[src/common/cordic_pkg.sv]
package cordic_pkg;

	//////////////////////////////////////////////////
	// Word format of IEEE single precision.
	//////////////////////////////////////////////////

	localparam int WORD_W = 32;           // Width of a floating-point word.
	localparam int EXP_W  = 8;            // Width of the exponent field.
	localparam int MAN_W  = 23;           // Width of the mantissa field.

	localparam int SIGN_POS = WORD_W - 1; // Sign bit position.
	localparam int EXP_MSB  = WORD_W - 2; // Top bit of the exponent.
	localparam int EXP_LSB  = MAN_W;      // Exponent sits right above the mantissa.

	//////////////////////////////////////////////////
	// Iteration control.
	//////////////////////////////////////////////////

	localparam int ITER_COUNT = 24;       // One iteration per mantissa bit plus the hidden one.
	localparam int ITER_W     = 5;        // Enough to index 0 to 23.

	// Plain vector types for the widths that carry a meaning.
	typedef logic [WORD_W-1:0] fp_word_t;
	typedef logic [EXP_W-1:0]  exp_t;
	typedef logic [ITER_W-1:0] iter_t;
	typedef logic [1:0]        var_sel_t;
	typedef logic [1:0]        region_t;

	// Variable codes, in the order the adder requests go out.
	localparam var_sel_t VAR_X = 2'd0;
	localparam var_sel_t VAR_Y = 2'd1;
	localparam var_sel_t VAR_Z = 2'd2;

	//////////////////////////////////////////////////
	// Starting point of the rotation.
	//////////////////////////////////////////////////

	// X starts at 1/K = 0.607252935 so the CORDIC gain cancels out.
	localparam fp_word_t X_INIT = 32'h3f1b74ee;
	localparam fp_word_t Y_INIT = 32'h00000000; // Y starts at zero.

	// Entry i holds atan(2^-i) in single precision.
	localparam fp_word_t ATAN_TABLE [ITER_COUNT] = '{
		32'h3f490fdb, // pi/4.
		32'h3eed6338,
		32'h3e7adbb0,
		32'h3dfeadd5,
		32'h3d7faade,
		32'h3cffeaae,
		32'h3c7ffaab,
		32'h3bfffeab,
		32'h3b7fffab,
		32'h3affffeb,
		32'h3a7ffffb,
		32'h39ffffff,
		32'h39800000, // From here on atan(x) rounds to x itself.
		32'h39000000,
		32'h38800000,
		32'h38000000,
		32'h37800000,
		32'h37000000,
		32'h36800000,
		32'h36000000,
		32'h35800000,
		32'h35000000,
		32'h34800000,
		32'h34000000
	};

	// Sequencer states.
	typedef enum logic [2:0] {
		IDLE,        // Waiting for a start from the processor.
		LOAD,        // Initial values move into the current registers.
		LATCH,       // Shifted operands and the table entry are registered.
		REQUEST,     // Strobe toward the adder.
		WAIT_RESULT, // Adder is busy, then the result is acknowledged.
		ADVANCE,     // Next iteration, or the end of the run.
		FINISH,      // Output register loads.
		HOLD         // Result is offered until the processor acknowledges.
	} seq_state_t;

endpackage
[src/verilog/cordic_coprocessor.sv]
`timescale 1ns/1ps

module cordic_coprocessor
	import cordic_pkg::*;
(
	input  logic     clk,               // System clock.
	input  logic     rst,               // Synchronous reset, active high.
	input  logic     beg_fsm_cordic,    // Start strobe from the processor.
	input  logic     ack_cordic,        // Processor has taken the result.
	input  logic     operation,         // 1 asks for sine, 0 for cosine.
	input  logic     ready_add_subt,    // Adder has a result.
	input  fp_word_t data_in,           // Angle in radians, already in the primary range.
	input  region_t  shift_region_flag, // Quadrant the original angle came from.
	input  fp_word_t result_add_subt,   // Sum or difference from the adder.
	output logic     ready_cordic,      // Result is valid on data_output.
	output logic     beg_add_subt,      // Start strobe toward the adder.
	output logic     ack_add_subt,      // Adder result has been taken.
	output logic     op_add_subt,       // 1 subtracts, 0 adds.
	output fp_word_t add_subt_data_a,   // First adder operand.
	output fp_word_t add_subt_data_b,   // Second adder operand.
	output fp_word_t data_output        // Final sine or cosine.
);

	// Control from the sequencer.
	logic     load_init;
	logic     latch_current;
	logic     capture_next;
	logic     finish;
	var_sel_t var_sel;
	iter_t    iter_index;

	// Variable bank contents.
	fp_word_t cur_x, cur_y, cur_z;
	fp_word_t next_x, next_y;

	// The sequencer paces everything, one adder transaction at a time.
	cordic_sequencer u_sequencer (
		.clk            (clk),
		.rst            (rst),
		.beg_fsm_cordic (beg_fsm_cordic),
		.ack_cordic     (ack_cordic),
		.ready_add_subt (ready_add_subt),
		.ready_cordic   (ready_cordic),
		.beg_add_subt   (beg_add_subt),
		.ack_add_subt   (ack_add_subt),
		.load_init      (load_init),
		.latch_current  (latch_current),
		.capture_next   (capture_next),
		.var_sel        (var_sel),
		.iter_index     (iter_index),
		.finish         (finish)
	);

	cordic_var_bank u_var_bank (
		.clk             (clk),
		.rst             (rst),
		.load_init       (load_init),
		.latch_current   (latch_current),
		.capture_next    (capture_next),
		.var_sel         (var_sel),
		.data_in         (data_in),
		.result_add_subt (result_add_subt),
		.cur_x           (cur_x),
		.cur_y           (cur_y),
		.cur_z           (cur_z),
		.next_x          (next_x),
		.next_y          (next_y)
	);

	cordic_step_operands u_step_operands (
		.clk             (clk),
		.rst             (rst),
		.latch_current   (latch_current),
		.var_sel         (var_sel),
		.iter_index      (iter_index),
		.cur_x           (cur_x),
		.cur_y           (cur_y),
		.cur_z           (cur_z),
		.add_subt_data_a (add_subt_data_a),
		.add_subt_data_b (add_subt_data_b),
		.op_add_subt     (op_add_subt)
	);

	// Output side, with the quadrant correction.
	cordic_result_stage u_result_stage (
		.clk               (clk),
		.rst               (rst),
		.load_init         (load_init),
		.finish            (finish),
		.operation         (operation),
		.shift_region_flag (shift_region_flag),
		.next_x            (next_x),
		.next_y            (next_y),
		.data_output       (data_output)
	);

endmodule

[src/verilog/cordic_result_stage.sv]
`timescale 1ns/1ps

module cordic_result_stage
	import cordic_pkg::*;
(
	input  logic     clk,
	input  logic     rst,
	input  logic     load_init,         // Start of a run.
	input  logic     finish,            // Last iteration is complete.
	input  logic     operation,         // 1 selects sine.
	input  region_t  shift_region_flag, // Quadrant of the original angle.
	input  fp_word_t next_x,            // Cosine before the correction.
	input  fp_word_t next_y,            // Sine before the correction.
	output fp_word_t data_output
);

	logic     operation_q; // Kept for the whole run.
	region_t  region_q;
	fp_word_t picked;      // Raw result.
	logic     negate;      // Flip the sign for this quadrant.

	always_ff @(posedge clk)
	begin
		if (rst)
		begin
			operation_q <= 1'b0;
			region_q    <= '0;
		end
		else if (load_init)
		begin
			operation_q <= operation;
			region_q    <= shift_region_flag;
		end
	end

	//////////////////////////////////////////////////
	// Quadrant correction.
	//////////////////////////////////////////////////

	assign picked = operation_q ? next_y : next_x;
	// Sine is negative in regions 10 and 11, cosine in 01 and 10.
	assign negate = operation_q ? region_q[1] : (region_q[1] ^ region_q[0]);

	always_ff @(posedge clk)
	begin
		if (rst)
			data_output <= '0;
		else if (finish)
			data_output <= {picked[SIGN_POS] ^ negate, picked[SIGN_POS-1:0]}; // Held through HOLD.
	end

endmodule

[src/cordic_core/cordic_step_operands.sv]
`timescale 1ns/1ps

module cordic_step_operands
	import cordic_pkg::*;
(
	input  logic     clk,
	input  logic     rst,
	input  logic     latch_current,   // Current registers load on this edge.
	input  var_sel_t var_sel,         // Variable being updated.
	input  iter_t    iter_index,      // Shift amount and table address.
	input  fp_word_t cur_x,
	input  fp_word_t cur_y,
	input  fp_word_t cur_z,
	output fp_word_t add_subt_data_a, // The variable itself.
	output fp_word_t add_subt_data_b, // The term added to it.
	output logic     op_add_subt      // 1 subtracts.
);

	logic     latch_q;   // Current values settled one edge ago.
	fp_word_t shift_x_q; // X times 2^-i.
	fp_word_t shift_y_q; // Y times 2^-i.
	fp_word_t atan_q;    // atan(2^-i).
	logic     sign_z_q;  // 1 when Z is negative.

	// Multiply by 2^-shift by lowering the exponent.
	// A zero exponent is kept, so zero stays zero and does not wrap.
	function automatic fp_word_t scale_pow2(input fp_word_t value, input iter_t shift);
		exp_t exp_in;
		exp_in = value[EXP_MSB:EXP_LSB];
		if (exp_in == '0)
			return value;
		return {value[SIGN_POS], exp_t'(exp_in - exp_t'(shift)), value[MAN_W-1:0]};
	endfunction

	always_ff @(posedge clk)
	begin
		if (rst)
			latch_q <= 1'b0;
		else
			latch_q <= latch_current;
	end

	//////////////////////////////////////////////////
	// Per-iteration terms, registered once.
	//////////////////////////////////////////////////

	always_ff @(posedge clk)
	begin
		if (latch_q)
		begin
			shift_x_q <= scale_pow2(cur_x, iter_index);
			shift_y_q <= scale_pow2(cur_y, iter_index);
			atan_q    <= ATAN_TABLE[iter_index];
			sign_z_q  <= cur_z[SIGN_POS]; // Direction of the rotation.
		end
	end

	// Operand routing.
	// With s the sign of Z, X subtracts sY, Y adds sX and Z subtracts s*atan.
	always_comb
	begin
		case (var_sel)
			VAR_X:
			begin
				add_subt_data_a = cur_x;
				add_subt_data_b = shift_y_q;
				op_add_subt     = ~sign_z_q;
			end
			VAR_Y:
			begin
				add_subt_data_a = cur_y;
				add_subt_data_b = shift_x_q;
				op_add_subt     = sign_z_q; // Adds for a positive Z.
			end
			default:
			begin
				add_subt_data_a = cur_z;
				add_subt_data_b = atan_q;
				op_add_subt     = ~sign_z_q;
			end
		endcase
	end

	// The table has no entry past the last iteration.
	a_iter_range: assert property (@(posedge clk) disable iff (rst)
		latch_q |-> (iter_index < ITER_COUNT));

endmodule

[src/cordic_core/cordic_var_bank.sv]
`timescale 1ns/1ps

module cordic_var_bank
	import cordic_pkg::*;
(
	input  logic     clk,
	input  logic     rst,
	input  logic     load_init,       // Start of a run.
	input  logic     latch_current,   // Start of an iteration.
	input  logic     capture_next,    // Adder result is valid.
	input  var_sel_t var_sel,         // Which next register takes the result.
	input  fp_word_t data_in,         // Angle from the processor.
	input  fp_word_t result_add_subt, // Adder result.
	output fp_word_t cur_x,
	output fp_word_t cur_y,
	output fp_word_t cur_z,
	output fp_word_t next_x,
	output fp_word_t next_y
);

	fp_word_t next_z; // Only the sequencer steps need the updated angle.

	//////////////////////////////////////////////////
	// Next registers.
	//////////////////////////////////////////////////

	// The start values go into the next registers and reach the current
	// ones through the same latch that every later iteration uses.
	always_ff @(posedge clk)
	begin
		if (rst)
		begin
			next_x <= '0;
			next_y <= '0;
			next_z <= '0;
		end
		else if (load_init)
		begin
			next_x <= X_INIT;
			next_y <= Y_INIT;
			next_z <= data_in; // Z starts at the angle itself.
		end
		else if (capture_next)
		begin
			case (var_sel)
				VAR_X:   next_x <= result_add_subt;
				VAR_Y:   next_y <= result_add_subt;
				default: next_z <= result_add_subt;
			endcase
		end
	end

	//////////////////////////////////////////////////
	// Current registers.
	//////////////////////////////////////////////////

	// These stay fixed for all three transactions of an iteration.
	always_ff @(posedge clk)
	begin
		if (rst)
		begin
			cur_x <= '0;
			cur_y <= '0;
			cur_z <= '0;
		end
		else if (latch_current)
		begin
			cur_x <= next_x;
			cur_y <= next_y;
			cur_z <= next_z;
		end
	end

endmodule

[src/cordic_core/cordic_sequencer.sv]
`timescale 1ns/1ps

module cordic_sequencer
	import cordic_pkg::*;
(
	input  logic     clk,
	input  logic     rst,
	input  logic     beg_fsm_cordic, // Start, taken only in IDLE.
	input  logic     ack_cordic,     // Releases HOLD.
	input  logic     ready_add_subt, // Adder result is waiting.
	output logic     ready_cordic,   // High for the whole of HOLD.
	output logic     beg_add_subt,   // One cycle per transaction.
	output logic     ack_add_subt,   // One cycle after ready is seen.
	output logic     load_init,      // Samples the start values.
	output logic     latch_current,  // Copies next into current.
	output logic     capture_next,   // Stores the adder result.
	output var_sel_t var_sel,        // Variable of the running transaction.
	output iter_t    iter_index,     // Iteration number.
	output logic     finish          // Output register enable.
);

	seq_state_t state, state_nxt;
	iter_t      iter_cnt;    // Counts iterations up from zero.
	var_sel_t   var_cnt;     // Walks X, Y, Z.
	logic       last_iter;   // Iteration ITER_COUNT-1 is running.
	logic       req_pending; // A strobe went out and has not been acknowledged.

	assign last_iter = (iter_cnt == iter_t'(ITER_COUNT - 1));

	//////////////////////////////////////////////////
	// Next state.
	//////////////////////////////////////////////////

	always_comb
	begin
		state_nxt = state;
		case (state)
			IDLE:        if (beg_fsm_cordic) state_nxt = LOAD;
			LOAD:        state_nxt = LATCH;
			LATCH:       state_nxt = REQUEST;
			REQUEST:     state_nxt = WAIT_RESULT;
			WAIT_RESULT:
			begin
				// Leave once the acknowledge cycle has gone by.
				if (ack_add_subt)
					state_nxt = (var_cnt == VAR_Z) ? ADVANCE : REQUEST;
			end
			ADVANCE:     state_nxt = last_iter ? FINISH : LATCH;
			FINISH:      state_nxt = HOLD;
			HOLD:        if (ack_cordic) state_nxt = IDLE;
			default:     state_nxt = IDLE;
		endcase
	end

	//////////////////////////////////////////////////
	// State, counters and the adder acknowledge.
	//////////////////////////////////////////////////

	always_ff @(posedge clk)
	begin
		if (rst)
		begin
			state        <= IDLE;
			iter_cnt     <= '0;
			var_cnt      <= VAR_X;
			ack_add_subt <= 1'b0;
			req_pending  <= 1'b0;
		end
		else
		begin
			state <= state_nxt;
			// Only one strobe per ready; the adder keeps ready up until it sees ack.
			ack_add_subt <= (state == WAIT_RESULT) && ready_add_subt && !ack_add_subt;

			if (state == LOAD)
			begin
				iter_cnt <= '0;    // Fresh run.
				var_cnt  <= VAR_X;
			end

			// The variable moves on after its result is stored.
			if ((state == WAIT_RESULT) && ack_add_subt)
				var_cnt <= (var_cnt == VAR_Z) ? VAR_X : var_sel_t'(var_cnt + 2'd1);

			if ((state == ADVANCE) && !last_iter)
				iter_cnt <= iter_t'(iter_cnt + 1'b1); // Index stops at the last one.

			if (beg_add_subt)
				req_pending <= 1'b1;
			else if (ack_add_subt)
				req_pending <= 1'b0;
		end
	end

	// Decoded controls.
	assign load_init     = (state == IDLE) && beg_fsm_cordic;
	assign latch_current = (state == LOAD) || ((state == ADVANCE) && !last_iter);
	assign beg_add_subt  = (state == REQUEST);
	assign capture_next  = ack_add_subt;                 // Result is still held by the adder.
	assign finish        = (state == FINISH);
	assign ready_cordic  = (state == HOLD);
	assign var_sel       = var_cnt;
	assign iter_index    = iter_cnt;

	// The adder takes one transaction at a time.
	a_no_overlap: assert property (@(posedge clk) disable iff (rst)
		beg_add_subt |-> !req_pending);

endmodule

[config.mk]
export PLATFORM = sky130hd
export DESIGN_NAME = cordic_coprocessor
export DESIGN_NICKNAME = d
export VERILOG_FILES = /design/src/common/cordic_pkg.sv /design/src/verilog/cordic_coprocessor.sv /design/src/verilog/cordic_result_stage.sv /design/src/cordic_core/cordic_step_operands.sv /design/src/cordic_core/cordic_var_bank.sv /design/src/cordic_core/cordic_sequencer.sv
export SDC_FILE = /design/constraint.sdc
export NUM_CORES = 1
export LEC_CHECK = 0
export BUFFER_PORTS_ARGS = -buffer_cell sky130_fd_sc_hd__buf_2
export CORE_AREA = 2 2 172 140
export CTS_CLUSTER_SIZE = 24
export DETAILED_ROUTE_END_ITERATION = 12
export DIE_AREA = 0 0 174 142
export GPL_TIMING_DRIVEN = 0
export PLACE_DENSITY = 0.87
export SYNTH_ARGS = -nofsm -noshare
export SYNTH_HDL_FRONTEND = slang
export SYNTH_HIERARCHICAL = 1
export SYNTH_SLANG_ARGS = --single-unit
[constraint.sdc]
create_clock -name clk -period 7.6 [get_ports clk]
set_input_delay 1.52 -clock clk [delete_from_list [all_inputs] [get_ports clk]]
set_output_delay 1.52 -clock clk [all_outputs]
set_load 0.01 [all_outputs]
### Word-level counts from Yosys, hierarchy flattened

Memory sizes are Yosys's and may differ from the RTL's. A register that Yosys moved wholly into a read port is not among the register bits.
Cells that the tools add are included.
W data, S select, Z words.

* memories: 1
* bits in read-only memories: 1024
* flip-flop bits (word level): 304
* word-level logic and storage cells: 94
* input port bits: 72
* output and inout bits: 100

Memories
* (no name shown): words 32, bits a word 32, read ports 1, clocked after Yosys merged registers in 1, write ports 0, RTL line cordic_step_operands.sv:53 `atan_q <= ATAN_TABLE[iter_index];`

* add/subtract/negate cells: 4
* reductions and logical operators: 23
* bitwise operators: 4
* equal/unequal tests: 14
* muxes and demuxes: 30

Operator list (count)
* $mux W32: 8
* $pmux W32 S2: 2
* $mux W30: 3
* $pmux W3 S8: 1
* $logic_not A8 Y1: 2
* $sub A8 B5 Y8: 2
* $mux W3: 5
* $eq A3 B3 Y1 const B: 4
* $mux W5: 2
* $reduce_and A2 Y1: 4
* $reduce_bool A2 Y1: 4
* $eq A3 B2 Y1 const B: 2
* $mux W1: 6
* $mux W2: 3
* $not A5 Y6: 1
* $add A5 B1 Y5 const B: 1
* $eq A5 B5 Y1 const B: 1
* $logic_and A1 B1 Y1: 5
* $ne A2 B1 Y1 const B: 2
* $ne A2 B2 Y1 const B: 2
* $reduce_or A2 Y1: 2
* $eq A3 B1 Y1 const B: 1
* $logic_not A3 Y1: 1
* $reduce_and A3 Y1: 1
* other kinds (8): 10

### Logic depth before layout (Yosys ltp)

Gate-level depths: netlist of run 1.

* depth in word-level cells: 5
* depth in mapped cells: 9
* mapped depth without buffers: 8

### By module

The synthesis of run 1 kept the hierarchy.

By module, submodules not included
* cordic_var_bank: instances 1, area each 7174.4 µm², seq. area each 3843.7 µm², cells an instance 777
* cordic_step_operands: instances 1, area each 4878.4 µm², seq. area each 2602.5 µm², cells an instance 442
* cordic_result_stage: instances 1, area each 1574.0 µm², seq. area each 700.7 µm², cells an instance 156
* cordic_sequencer: instances 1, area each 689.4 µm², seq. area each 220.2 µm², cells an instance 81

### Worst setup path before layout of run 1

Ideal clock, no wire load.

* kind: input -> register
* start: in beg_fsm_cordic
* end: reg u_var_bank.next_z[10]
* path buffers: 2
* cell stages on the path: 5
* required time: 7.522 ns
* library setup time: 0.078 ns
* arrival time: 3.191 ns
* path slack: 4.331 ns
* cells stage by stage: nor4b_1 buf_2 clkbuf_1 a211oi_1 nor3_1

* cells in the longest elaborated chain, start to end: 3
* elaborated cells between the ends (all ways): 5
* those cells by class: eq/ne: 1; mux: 1; reduce/logical: 3

Ends and longest elaborated chain
* from (decl): RTL line cordic_coprocessor.sv:8 `input logic beg_fsm_cordic,`
* $logic_and A1 B1 Y1 (*): RTL line cordic_sequencer.sv:96 `assign load_init = (state == IDLE) && beg_fsm_cordic;`
* $ne A2 B1 Y1 (no line) / $reduce_bool A2 Y1 (equally long branches)
* $reduce_and A2 Y1 (no line)
* to (signal assigned): RTL line cordic_var_bank.sv:41 `next_z <= data_in;`
* to (signal assigned): RTL line cordic_var_bank.sv:48 `default: next_z <= result_add_subt;`
* to (decl): RTL line cordic_var_bank.sv:21 `fp_word_t next_z;`

Mark *: on every way between the ends. The rest lies on a longest branch, timed or not.
A chain may end at the register's enable or synchronous reset.

### Worst setup path in the final report of run 1

* start: reg u_sequencer.var_cnt[1], in the netlist u_sequencer/var_sel[1]
* end: out add_subt_data_a[10]

* cells in the longest elaborated chain, start to end: 2
* elaborated cells between the ends (all ways): 3
* those cells by class: eq/ne: 1; mux: 1; reduce/logical: 1

Ends and longest elaborated chain
* from (decl): RTL line cordic_sequencer.sv:24 `var_sel_t var_cnt;`
* from (signal assigned): RTL line cordic_sequencer.sv:83 `var_cnt <= (var_cnt == VAR_Z) ? VAR_X : var_sel_t'(var_cnt + 2'd1);`
* $eq A2 B1 Y1 / $logic_not A2 Y1 (equally long branches): RTL line cordic_step_operands.sv:62 `case (var_sel)`
* $pmux W32 S2 (*): RTL line cordic_step_operands.sv:62
* to (decl): RTL line cordic_coprocessor.sv:19 `output fp_word_t add_subt_data_a,`

Marks and branches as above.

==> results of run 1 <==
-- sequential cells by signal, summed over array words and instances, names as in the netlist, 2 cells and up --
| register | flops |
|---|---|
| u_result_stage/region_q | 2 |
| u_step_operands/shift_x_q | 32 |
| u_step_operands/shift_y_q | 32 |
| u_var_bank/cur_x | 32 |
| u_var_bank/cur_z | 32 |
| u_var_bank/next_y | 32 |
| u_sequencer/var_sel | 2 |
| u_result_stage/data_output | 32 |
| u_var_bank/next_x | 32 |
| u_var_bank/cur_y | 32 |
| u_step_operands/atan_q | 21 |
| u_sequencer/iter_index | 5 |
| u_var_bank/next_z | 32 |
| u_sequencer/state | 3 |
-- cell families after synthesis --
family | synth area share [%]
compound gates | 12.0
xor+xnor | 0.367
fa+ha+maj | 1.77
buf+inv | 4.61
flops | 51.5
mux | 13.0
simple gates | 16.8
-- layout make-up --
class	count	area, sq um
flip-flops and latches	325	7370
fillers	1590	6330
multi-input cells	1003	6300
repair buffers	173	891
clock buffers	41	873
plain buffers	115	611
well taps	312	390
clock inverters	17	211
inverters	13	48.8
diodes	1	2.50
-- power by group --
group | internal (mW) | switching [mW] | total [mW] | leakage, nW
logic | 0.253 | 0.350 | 0.603 | 3.04
registers | 1.89 | 0.0896 | 1.98 | 2.71
clock network | 0.974 | 0.651 | 1.63 | 0.543
-- layout by cell type, fill, tap and decap left out, types with 6 or more instances in the layout --
cell type  count
dfxtp_1      238
buf_2        206
mux2i_1      184
nor2_1       167
nand2_1      163
a21oi_1      106
edfxtp_1      86
a211oi_1      83
o21ai_0       62
clkbuf_1      60
nor2b_1       60
nor3_1        43
and3_1        34
clkbuf_16     31
ha_1          17
buf_4         12
inv_1         12
clkinv_2       9
clkbuf_8       6
buf_6          6
xnor2_1        6
nand3_1        6
-- worst paths after layout --
kind,slack (ns),startpoint,to
worst max-delay path,2.57,u_sequencer/var_sel[1],add_subt_data_a[10]
worst max register to register,4.81,u_sequencer/iter_index[0],u_var_bank/cur_x[14]
worst min-delay path,0.47,u_var_bank/cur_y[22],u_step_operands/shift_y_q[22]
worst min register to register,0.47,u_var_bank/cur_y[22],u_step_operands/shift_y_q[22]
-- critical path, cell delays in order (launching register included) --
cell      delay (ns)
dfxtp_1         0.45
clkbuf_1        0.51
clkbuf_1        0.55
clkbuf_1        0.66
nand2_1         0.29
o21ai_0         0.27
buf_2           0.22
-- per-layer routing --
layer,GRT usage [%],up-vias
met1,47.1,5743
met4,9.86,0
met3,5.29,99
met2,52.2,821
met5,0,-
li1,-,5543
-- stage by stage --
step                setup WS, ns  utilization, %  std cells  total power [mW]
floorplan                   4.33               -       1456              2.40
global placement            3.07            67.6       1939              2.57
detailed placement          3.33            67.8       1941              2.60
CTS                         2.70            72.5       1999              4.20
global route                2.55            72.5       1999              4.33
finish                      2.57            72.5       2000              4.21
==> summary.txt, run 1 <==
Critical path
  • Worst R2R Path Depth: 9
  • Worst Setup Start Kind: flop
  • Worst Path Arrival: 3.51 ns
  • CP endpoint kind: output port
  • Peak fanout along the critical path: 10
  • WP data required: 6.08 ns
  • CP Class: flop to output port

Floorplan
  • Die area: 0.0247 sq mm
  • Core Rows: 50
  • Die W: 174 um
  • Die Y: 142 um
  • Initial Util: 62.2%
  • Core Area: 0.0230 sq mm
  • # IOs: 172

Placement
  • RePlAce Congestion: 0.996
  • Dpl hpwl: 31,000 um
  • # port buffers: 171
  • Placed inst area: 0.0156 sq mm

Clock tree
  • Hold Buf Count CTS: 0
  • CTS tree: yes
  • Root Buffer: clkbuf_16
  • Clock slew at reported path FFs: 0.07 ns
  • Post-CTS Setup Bufs: 0
  • Cts repair resizes: 0
  • Sinks on Clock Net: 325
  • Worst-Skew Late Latency: 0.57 ns
  • H-tree depth: 1
  • Max Root-Sink Buffers: 3
  • CTS Buf Count: 31

STA
  • Fmax: 0.199 GHz
  • WHS: 0.472 ns
  • Clock period minus final worst setup slack: 5.03 ns
  • Tcrit/Tclk final: 66.2%
  • Worst-margin pin slew: 0.780 ns
  • RSZ-0062 raised after global routing: false
  • Setup TNS: 0 ns
  • Endpoints failing hold: 0
  • Fin. max-slew vios: 0
  • Final number of setup-violating endpoints: 0
  • Worst slew margin: 48.0%
  • Skew final: 0.0258 ns

Final layout
  • Synth-to-layout area growth: 16.6%
  • Layout Nets: 1,753
  • Final Cell Area: 0.0167 sq mm
  • Layout cells sized above 1: 17.5%

Global route
  • First-pass GRT wire length: 63,100 um
  • Vias in the first global route: 11,100
  • All-Layer GR Usage: 33.0%
  • Largest net degree at the start of global routing: 79
  • Grt total ovfl: 0
  • Initial antenna violation count: 0

Detailed routing
  • Post-DRT Antenna Nets: 0
  • First-iteration detailed-routing DRC count: 1,783
  • 1st-pass router iterations: 7
  • Final WL: 41,700 um
  • M1 WL: 17,000 um
  • Routed wl met2: 18,400 um
  • Via Count: 12,200
  • Routed len/inst: 20.8 um
  • Wire length on met3: 4900 um
  • Max Used Layer: met4
  • DR vias/cell: 6.10
  • DRC violations left: 0

Yosys
  • Number of flops mapped to enable cells by yosys: 86
  • Top post-synthesis cells by area: dfxtp_1 (33%), edfxtp_1 (18%), mux2i_1 (13%), nor2_1 (4.4%), a211oi_1 (4.4%)
  • Most common cell in the netlist: dfxtp_1
  • Largest area contributor in the netlist: dfxtp_1
  • Synth top cells by count: dfxtp_1 (239), mux2i_1 (184), nor2_1 (167)
  • Synth warn: 6
  • Mapped cell area: 0.0143 sq mm
  • Synth Flop Type: dfxtp_1
  • Cell count after synthesis: 1,456
  • Seq cells post-synth: 325
  • Register area share after synthesis: 51.5%
  • Share of the synthesized area in the top cell type: 33.4%
  • Syn avg cell area: 9.83 sq um
  • Yosys cell types: 60
  • Net Count, Synth: 1,547
  • FFs w/ async S/R, synth: 0%

Pwr
  • Leakage: 6.29 nW
  • PwrDens: 252 mW/mm^2
  • Maximum VDD drop: 189 uV

Job
  • Max-cap check violation count: 0

Min path
  • Worst hold stages: 0
  • Hold crit path type: flop to flop

Status
  • Status: finished clean
Note: power is estimated with default switching activity, not from simulation.
==> inputs of run 2 (changes only) <==
Settings changed: CORE_AREA 2 2 172 140 to 2 2 187 153, DIE_AREA 0 0 174 142 to 0 0 189 155, PLACE_DENSITY 0.87 to 0.78.
Clock period 7.6 ns to 4.6 ns, I/O delays scaled along.
==> summary.txt, run 2 (synthesis results as in run 1) <==
Final layout
  • Layout Nets: 1,756 (was 1,753)
  • Synth-to-layout area growth: 17.2% (was 16.6%)
  • Layout cells sized above 1: 17.5% (about the same)
  • Commonest non-fill, non-tap cells in the layout: dfxtp_1 (238), buf_2 (206), mux2i_1 (184) (unchanged)
  • Most common cell after layout, fill and taps aside: dfxtp_1 (unchanged)
  • Fill cell count: 2,308 (was 1,590)
  • Final Cell Area: 0.0168 sq mm (was 0.0167 sq mm)
  • Ant diodes: 0 (was 1)

Status
  • Status: finished clean (unchanged)

Global route
  • GR met1 Demand/Resource: 40.5% (was 47.1%)
  • First-pass GRT wire length: 62,600 um (was 63,100 um)
  • Grt met3 use: 4.42% (was 5.29%)
  • Initial antenna violation count: 0 (unchanged)
  • Vias in the first global route: 10,900 (was 11,100)
  • Grt total ovfl: 0 (unchanged)
  • Largest net degree at the start of global routing: 46 (was 79)
  • Grt met2 use: 42.8% (was 52.2%)
  • Busiest layer in global routing: met2 (unchanged)
  • All-Layer GR Usage: 27.7% (was 33.0%)

STA
  • Endpoints failing hold: 0 (unchanged)
  • Tcrit/Tclk final: 98.1%
  • RSZ-0062 raised after global routing: false (unchanged)
  • Clock period minus final worst setup slack: 4.51 ns
  • Fin. max-slew vios: 0 (unchanged)
  • Worst slew margin: 44.6% (was 48.0%)
  • Worst-margin pin slew: 0.831 ns (was 0.780 ns)
  • Fmax: 0.222 GHz
  • Skew final: 0.0168 ns (was 0.0258 ns)
  • Setup TNS: 0 ns (unchanged)
  • Final number of setup-violating endpoints: 0 (unchanged)

Clock tree
  • Max Root-Sink Buffers: 3 (unchanged)
  • Hold Buf Count CTS: 0 (unchanged)
  • Worst-Skew Late Latency: 0.52 ns (was 0.57 ns)
  • CTS Buf Count: 34 (was 31)
  • Clock slew at reported path FFs: 0.07 ns (about the same)
  • Cts repair resizes: 0 (unchanged)
  • Sinks on Clock Net: 325 (unchanged)
  • Post-CTS Setup Bufs: 0 (unchanged)
  • Root Buffer: clkbuf_16 (unchanged)
  • CTS tree: yes (unchanged)
  • H-tree depth: 2 (was 1)

Critical path
  • CP Class: flop to output port (unchanged)
  • CP endpoint kind: output port (unchanged)
  • WP data required: 3.68 ns (was 6.08 ns)
  • Worst Path Arrival: 3.59 ns (was 3.51 ns)
  • Peak fanout along the critical path: 10 (unchanged)
  • Worst Setup Start Kind: flop (unchanged)

Detailed routing
  • Routed len/inst: 20.3 um (was 20.8 um)
  • DR vias/cell: 5.74 (was 6.10)
  • First-iteration detailed-routing DRC count: 1,500 (was 1,783)
  • 1st-pass router iterations: 6 (was 7)
  • Post-DRT Antenna Nets: 0 (unchanged)
  • Final WL: 41,700 um (about the same)
  • Via Count: 11,800 (was 12,200)
  • DRC violations left: 0 (unchanged)

Floorplan
  • Die area: 0.0293 sq mm (was 0.0247 sq mm)
  • Core Rows: 55 (was 50)
  • # IOs: 172 (unchanged)
  • Die W: 189 um (was 174 um)
  • Core Area: 0.0276 sq mm (was 0.0230 sq mm)
  • Die Y: 155 um (was 142 um)
  • Initial Util: 51.9% (was 62.2%)

Job
  • Max-cap check violation count: 0 (unchanged)

Placement
  • # port buffers: 171 (unchanged)
  • RePlAce Congestion: 0.957 (was 0.996)
  • Dpl hpwl: 31,700 um (was 31,000 um)
  • Placed inst area: 0.0157 sq mm (was 0.0156 sq mm)

Pwr
  • Leakage: 6.28 nW (was 6.29 nW)
  • PwrDens: 415 mW/mm^2 (was 252 mW/mm^2)
  • Maximum VDD drop: 258 uV (was 189 uV)

Min path
  • Hold crit path type: flop to flop (unchanged)
==> run 2: cell count changes in the layout (fill, tap and decap cells not counted) <==
cell / change
clkinv_2: -6
bufinv_16: -4
clkbuf_16: +4
clkinvlp_4: +3
clkbuf_1: +2
clkinv_8: +2
buf_12: +1
buf_16: -1
clkinv_1: -1
diode_2: -1
inv_6: +1
==> run 2: through the flow <==
step / utilization [%] / power (mW) / setup slack, ns / cells / hold WS, ns
after global placement: 56.7 / 4.26 / 0.501 / 1997 / 0.444
final: 60.8 / 6.97 / 0.0881 / 2058 / 0.461
after floorplan: - / 3.97 / 1.93 / 1456 / 0.429
after CTS: 60.8 / 6.96 / 0.312 / 2058 / 0.469
after global routing: 60.8 / 7.18 / 0.0996 / 2058 / 0.479
after detailed placement: 56.8 / 4.30 / 0.865 / 1999 / 0.447
==> run 2: worst max-delay path, stage by stage (launching register included) <==
cell and delay (ns):
dfxtp_1 0.51, clkbuf_1 0.49, clkbuf_1 0.60, clkbuf_1 0.69, nand2_1 0.27, o21ai_0 0.26
buf_2 0.23
==> run 2: worst paths after layout <==
path	from	to	slack [ns]	cells after the start
worst min register to register	u_var_bank/cur_x[0]	u_step_operands/shift_x_q[0]	0.46	0
worst max-delay path	u_sequencer/var_sel[1]	add_subt_data_a[8]	0.09	6
worst max register to register	u_sequencer/iter_index[0]	u_var_bank/cur_x[17]	1.86	9
worst min-delay path	u_var_bank/cur_x[0]	u_step_operands/shift_x_q[0]	0.46	0
==> run 2: layout make-up <==
cell class | count | area, sq um | area share (%)
timing repair buffer | 173 | 883 | 5.27
buffer | 115 | 611 | 3.64
tap | 370 | 463 | 2.76
sequential | 325 | 7370 | 43.9
multi-input combinational | 1003 | 6300 | 37.5
inverter | 13 | 48.8 | 0.291
clock buffer | 47 | 981 | 5.85
clock inverter | 12 | 121 | 0.724
==> run 2: per-layer routing <==
layer  vias up  share of wire (%)
li1       5546                  -
met1      5556                 44
met2       638                 44
met3        77                 10
met4         0                2.4
met5         -                  0
==> run 2: power breakdown <==
| group | leakage [nW] | internal (mW) | total [mW] | switching, mW |
|---|---|---|---|---|
| sequential | 2.71 | 3.13 | 3.29 | 0.156 |
| clock | 0.532 | 1.56 | 2.71 | 1.15 |
| combinational | 3.03 | 0.415 | 0.976 | 0.561 |
| total | 6.28 | 5.11 | 6.97 | 1.86 |
==> inputs of run 3 (changes only) <==
Settings changed: ABC_AREA set to 1, CORE_AREA 2 2 187 153 to 2 2 189 154, DIE_AREA 0 0 189 155 to 0 0 191 156, PLACE_DENSITY 0.78 to 0.77.
==> summary.txt, run 3 <==
Detailed routing
  • Final WL: 44,700 um (was 41,700 um)
  • Routed len/inst: 18.6 um (was 20.3 um)
  • Via Count: 13,200 (was 11,800)
  • First-iteration detailed-routing DRC count: 1,796 (was 1,500)
  • Post-DRT Antenna Nets: 0 (unchanged)
  • DR vias/cell: 5.49 (was 5.74)
  • 1st-pass router iterations: 6 (unchanged)
  • DRC violations left: 0 (unchanged)

Critical path
  • Peak fanout along the critical path: 10 (unchanged)
  • Worst Setup Start Kind: flop (unchanged)
  • CP Class: flop to output port (unchanged)
  • Worst Path Arrival: 2.43 ns (was 3.59 ns)
  • CP endpoint kind: output port (unchanged)
  • WP data required: 3.68 ns (about the same)

Clock tree
  • Sinks on Clock Net: 325 (unchanged)
  • Root Buffer: clkbuf_16 (unchanged)
  • Max Root-Sink Buffers: 3 (unchanged)
  • Cts repair resizes: 0 (unchanged)
  • CTS tree: yes (unchanged)
  • Hold Buf Count CTS: 0 (unchanged)
  • CTS Buf Count: 31 (was 34)
  • Worst-Skew Late Latency: 0.56 ns (was 0.52 ns)
  • H-tree depth: 1 (was 2)
  • Clock slew at reported path FFs: 0.06 ns (was 0.07 ns)
  • Post-CTS Setup Bufs: 0 (unchanged)

STA
  • Final number of setup-violating endpoints: 0 (unchanged)
  • Fin. max-slew vios: 0 (unchanged)
  • Worst slew margin: 50.8% (was 44.6%)
  • RSZ-0062 raised after global routing: false (unchanged)
  • Fmax: 0.299 GHz (was 0.222 GHz)
  • Setup TNS: 0 ns (unchanged)
  • Tcrit/Tclk final: 72.7% (was 98.1%)
  • Worst-margin pin slew: 0.738 ns (was 0.831 ns)
  • Clock period minus final worst setup slack: 3.35 ns (was 4.51 ns)
  • Skew final: 0.0155 ns (was 0.0168 ns)
  • Endpoints failing hold: 0 (unchanged)

Final layout
  • Synth-to-layout area growth: 16.4% (was 17.2%)
  • Layout cells sized above 1: 20.2% (was 17.5%)
  • Most common cell after layout, fill and taps aside: nand2_1 (was dfxtp_1)
  • Ant diodes: 0 (unchanged)
  • Commonest non-fill, non-tap cells in the layout: nand2_1 (443), nor2_1 (317), dfxtp_1 (238) (was dfxtp_1 (238), buf_2 (206), mux2i_1 (184))
  • Post-Layout Cell Count: 2,407 (was 2,058)
  • Fill cell count: 2,534 (was 2,308)
  • Layout Nets: 2,104 (was 1,756)

Yosys
  • Seq cells post-synth: 325 (unchanged)
  • Yosys cell types: 45 (was 60)
  • Mapped cell area: 0.0145 sq mm (was 0.0143 sq mm)
  • Most common cell in the netlist: nand2_1 (was dfxtp_1)
  • Syn avg cell area: 8.03 sq um (was 9.83 sq um)
  • Top post-synthesis cells by area: dfxtp_1 (33%), edfxtp_1 (18%), nand2_1 (11%), nor2_1 (8.2%), o21ai_0 (4.4%) (was dfxtp_1 (33%), edfxtp_1 (18%), mux2i_1 (13%), nor2_1 (4.4%), a211oi_1 (4.4%))
  • FFs w/ async S/R, synth: 0% (unchanged)
  • Share of the synthesized area in the top cell type: 33.0% (was 33.4%)
  • Largest area contributor in the netlist: dfxtp_1 (unchanged)
  • Synth warn: 6 (unchanged)
  • Register area share after synthesis: 50.7% (was 51.5%)
  • Net Count, Synth: 1,899 (was 1,547)
  • Synth top cells by count: nand2_1 (443), nor2_1 (317), dfxtp_1 (239) (was dfxtp_1 (239), mux2i_1 (184), nor2_1 (167))
  • Synth Flop Type: dfxtp_1 (unchanged)
  • Cell count after synthesis: 1,808 (was 1,456)
  • Number of flops mapped to enable cells by yosys: 86 (unchanged)

Pwr
  • Comb pwr share: 33.0% (was 14.0%)
  • Sw frac: 38.3% (was 26.7%)
  • Maximum VDD drop: 352 uV (was 258 uV)
  • Leakage: 7.67 nW (was 6.28 nW)
  • PwrDens: 626 mW/mm^2 (was 415 mW/mm^2)
  • Sw Pwr: 4.06 mW (was 1.86 mW)
  • Pint: 6.53 mW (was 5.11 mW)
  • Power share of the clock group: 24.6% (was 38.8%)
  • Flop pwr share: 42.4% (was 47.1%)

Floorplan
  • Die Y: 156 um (was 155 um)
  • Die area: 0.0298 sq mm (was 0.0293 sq mm)
  • Core Rows: 55 (unchanged)
  • Core Area: 0.0279 sq mm (was 0.0276 sq mm)
  • Die W: 191 um (was 189 um)
  • # IOs: 172 (unchanged)
  • Initial Util: 52.1% (was 51.9%)

Status
  • Status: finished clean (unchanged)

Placement
  • Dpl hpwl: 34,100 um (was 31,700 um)
  • Placed Cells: 2,350 (was 1,999)
  • # port buffers: 171 (unchanged)
  • RePlAce Congestion: 0.921 (was 0.957)

Global route
  • Largest net degree at the start of global routing: 55 (was 46)
  • All-Layer GR Usage: 29.6% (was 27.7%)
  • Initial antenna violation count: 1 (was 0)
  • Grt total ovfl: 0 (unchanged)
  • First-pass GRT wire length: 67,600 um (was 62,600 um)
  • Vias in the first global route: 11,900 (was 10,900)

Min path
  • Hold crit path type: flop to flop (unchanged)

Job
  • Max-cap check violation count: 0 (unchanged)
==> run 3: final timing paths <==
path	slack, ns	from	to	depth (start not counted)
worst max-delay path	1.25	u_sequencer/var_sel[1]	add_subt_data_a[21]	5
worst min-delay path	0.46	u_var_bank/cur_y[22]	u_step_operands/shift_y_q[22]	0
worst max register to register	2.07	u_sequencer/iter_index[0]	u_var_bank/cur_y[29]	12
worst min register to register	0.46	u_var_bank/cur_y[22]	u_step_operands/shift_y_q[22]	0
==> run 3: critical path: stages (launching register included) <==
cell      delay [ns]
dfxtp_1         0.51
buf_4           0.25
clkbuf_1        0.57
a22oi_1         0.29
nand2_1         0.11
buf_2           0.13
==> run 3: routing by layer <==
metal | routed length, um | share of wire [%] | up-vias | track usage, %
met1 | 20500 | 46 | 6160 | 45.2
met5 | 0 | 0 | - | 0
met2 | 18600 | 42 | 695 | 43.8
met4 | 963 | 2.2 | 0 | 6.46
met3 | 4630 | 10 | 65 | 4.95
li1 | - | - | 6297 | -
==> run 3: cell families (layout without fill, tap and decap cells) <==
| kind of cell | count (synthesis) | count (layout) | share of synthesized area [%] |
|---|---|---|---|
| AND/OR/NAND/NOR | 956 | 956 | 28.0 |
| flip-flops | 325 | 325 | 50.7 |
| AO/OA/AOI/OAI | 283 | 283 | 12.0 |
| buffers and inverters | 224 | 453 | 7.51 |
| adder cells (fa/ha/maj) | 19 | 19 | 1.74 |
| XOR/XNOR | 1 | 1 | 0.0603 |
==> run 3: metrics by stage <==
stage	power (mW)	util, %	setup slack [ns]	hold slack, ns	cell area (sq um)
2_1_floorplan	6.64	-	2.00	0.425	14500
3_3_place_gp	7.80	56.8	1.33	0.442	15800
3_5_place_dp	7.91	56.9	1.89	0.445	15900
4_1_cts	10.5	60.6	1.28	0.454	16900
5_1_grt	11.2	60.6	1.23	0.479	16900
6_report	10.6	60.6	1.25	0.459	16900
==> run 3: power by group through the flow <==
| stage | Clock (mW) | Sequential (mW) | Combinational [mW] |
|---|---|---|---|
| after detailed placement | 0 | 4.50 | 3.40 |
| after global routing | 2.73 | 4.55 | 3.90 |
| final | 2.60 | 4.49 | 3.50 |
| after global placement | 0 | 4.54 | 3.26 |
| after CTS | 2.62 | 4.45 | 3.44 |
| after floorplan | 0 | 4.27 | 2.37 |
==> run 3: final cells by class <==
| type | instances | area (sq um) | area share (%) |
|---|---|---|---|
| clock buffers | 44 | 883 | 5.23 |
| multi-input cells | 1259 | 6060 | 35.9 |
| plain buffers | 105 | 632 | 3.74 |
| repair buffers | 172 | 883 | 5.23 |
| clock inverters | 13 | 149 | 0.881 |
| inverters | 119 | 458 | 2.71 |
| flip-flops and latches | 325 | 7370 | 43.6 |
| well taps | 370 | 463 | 2.74 |
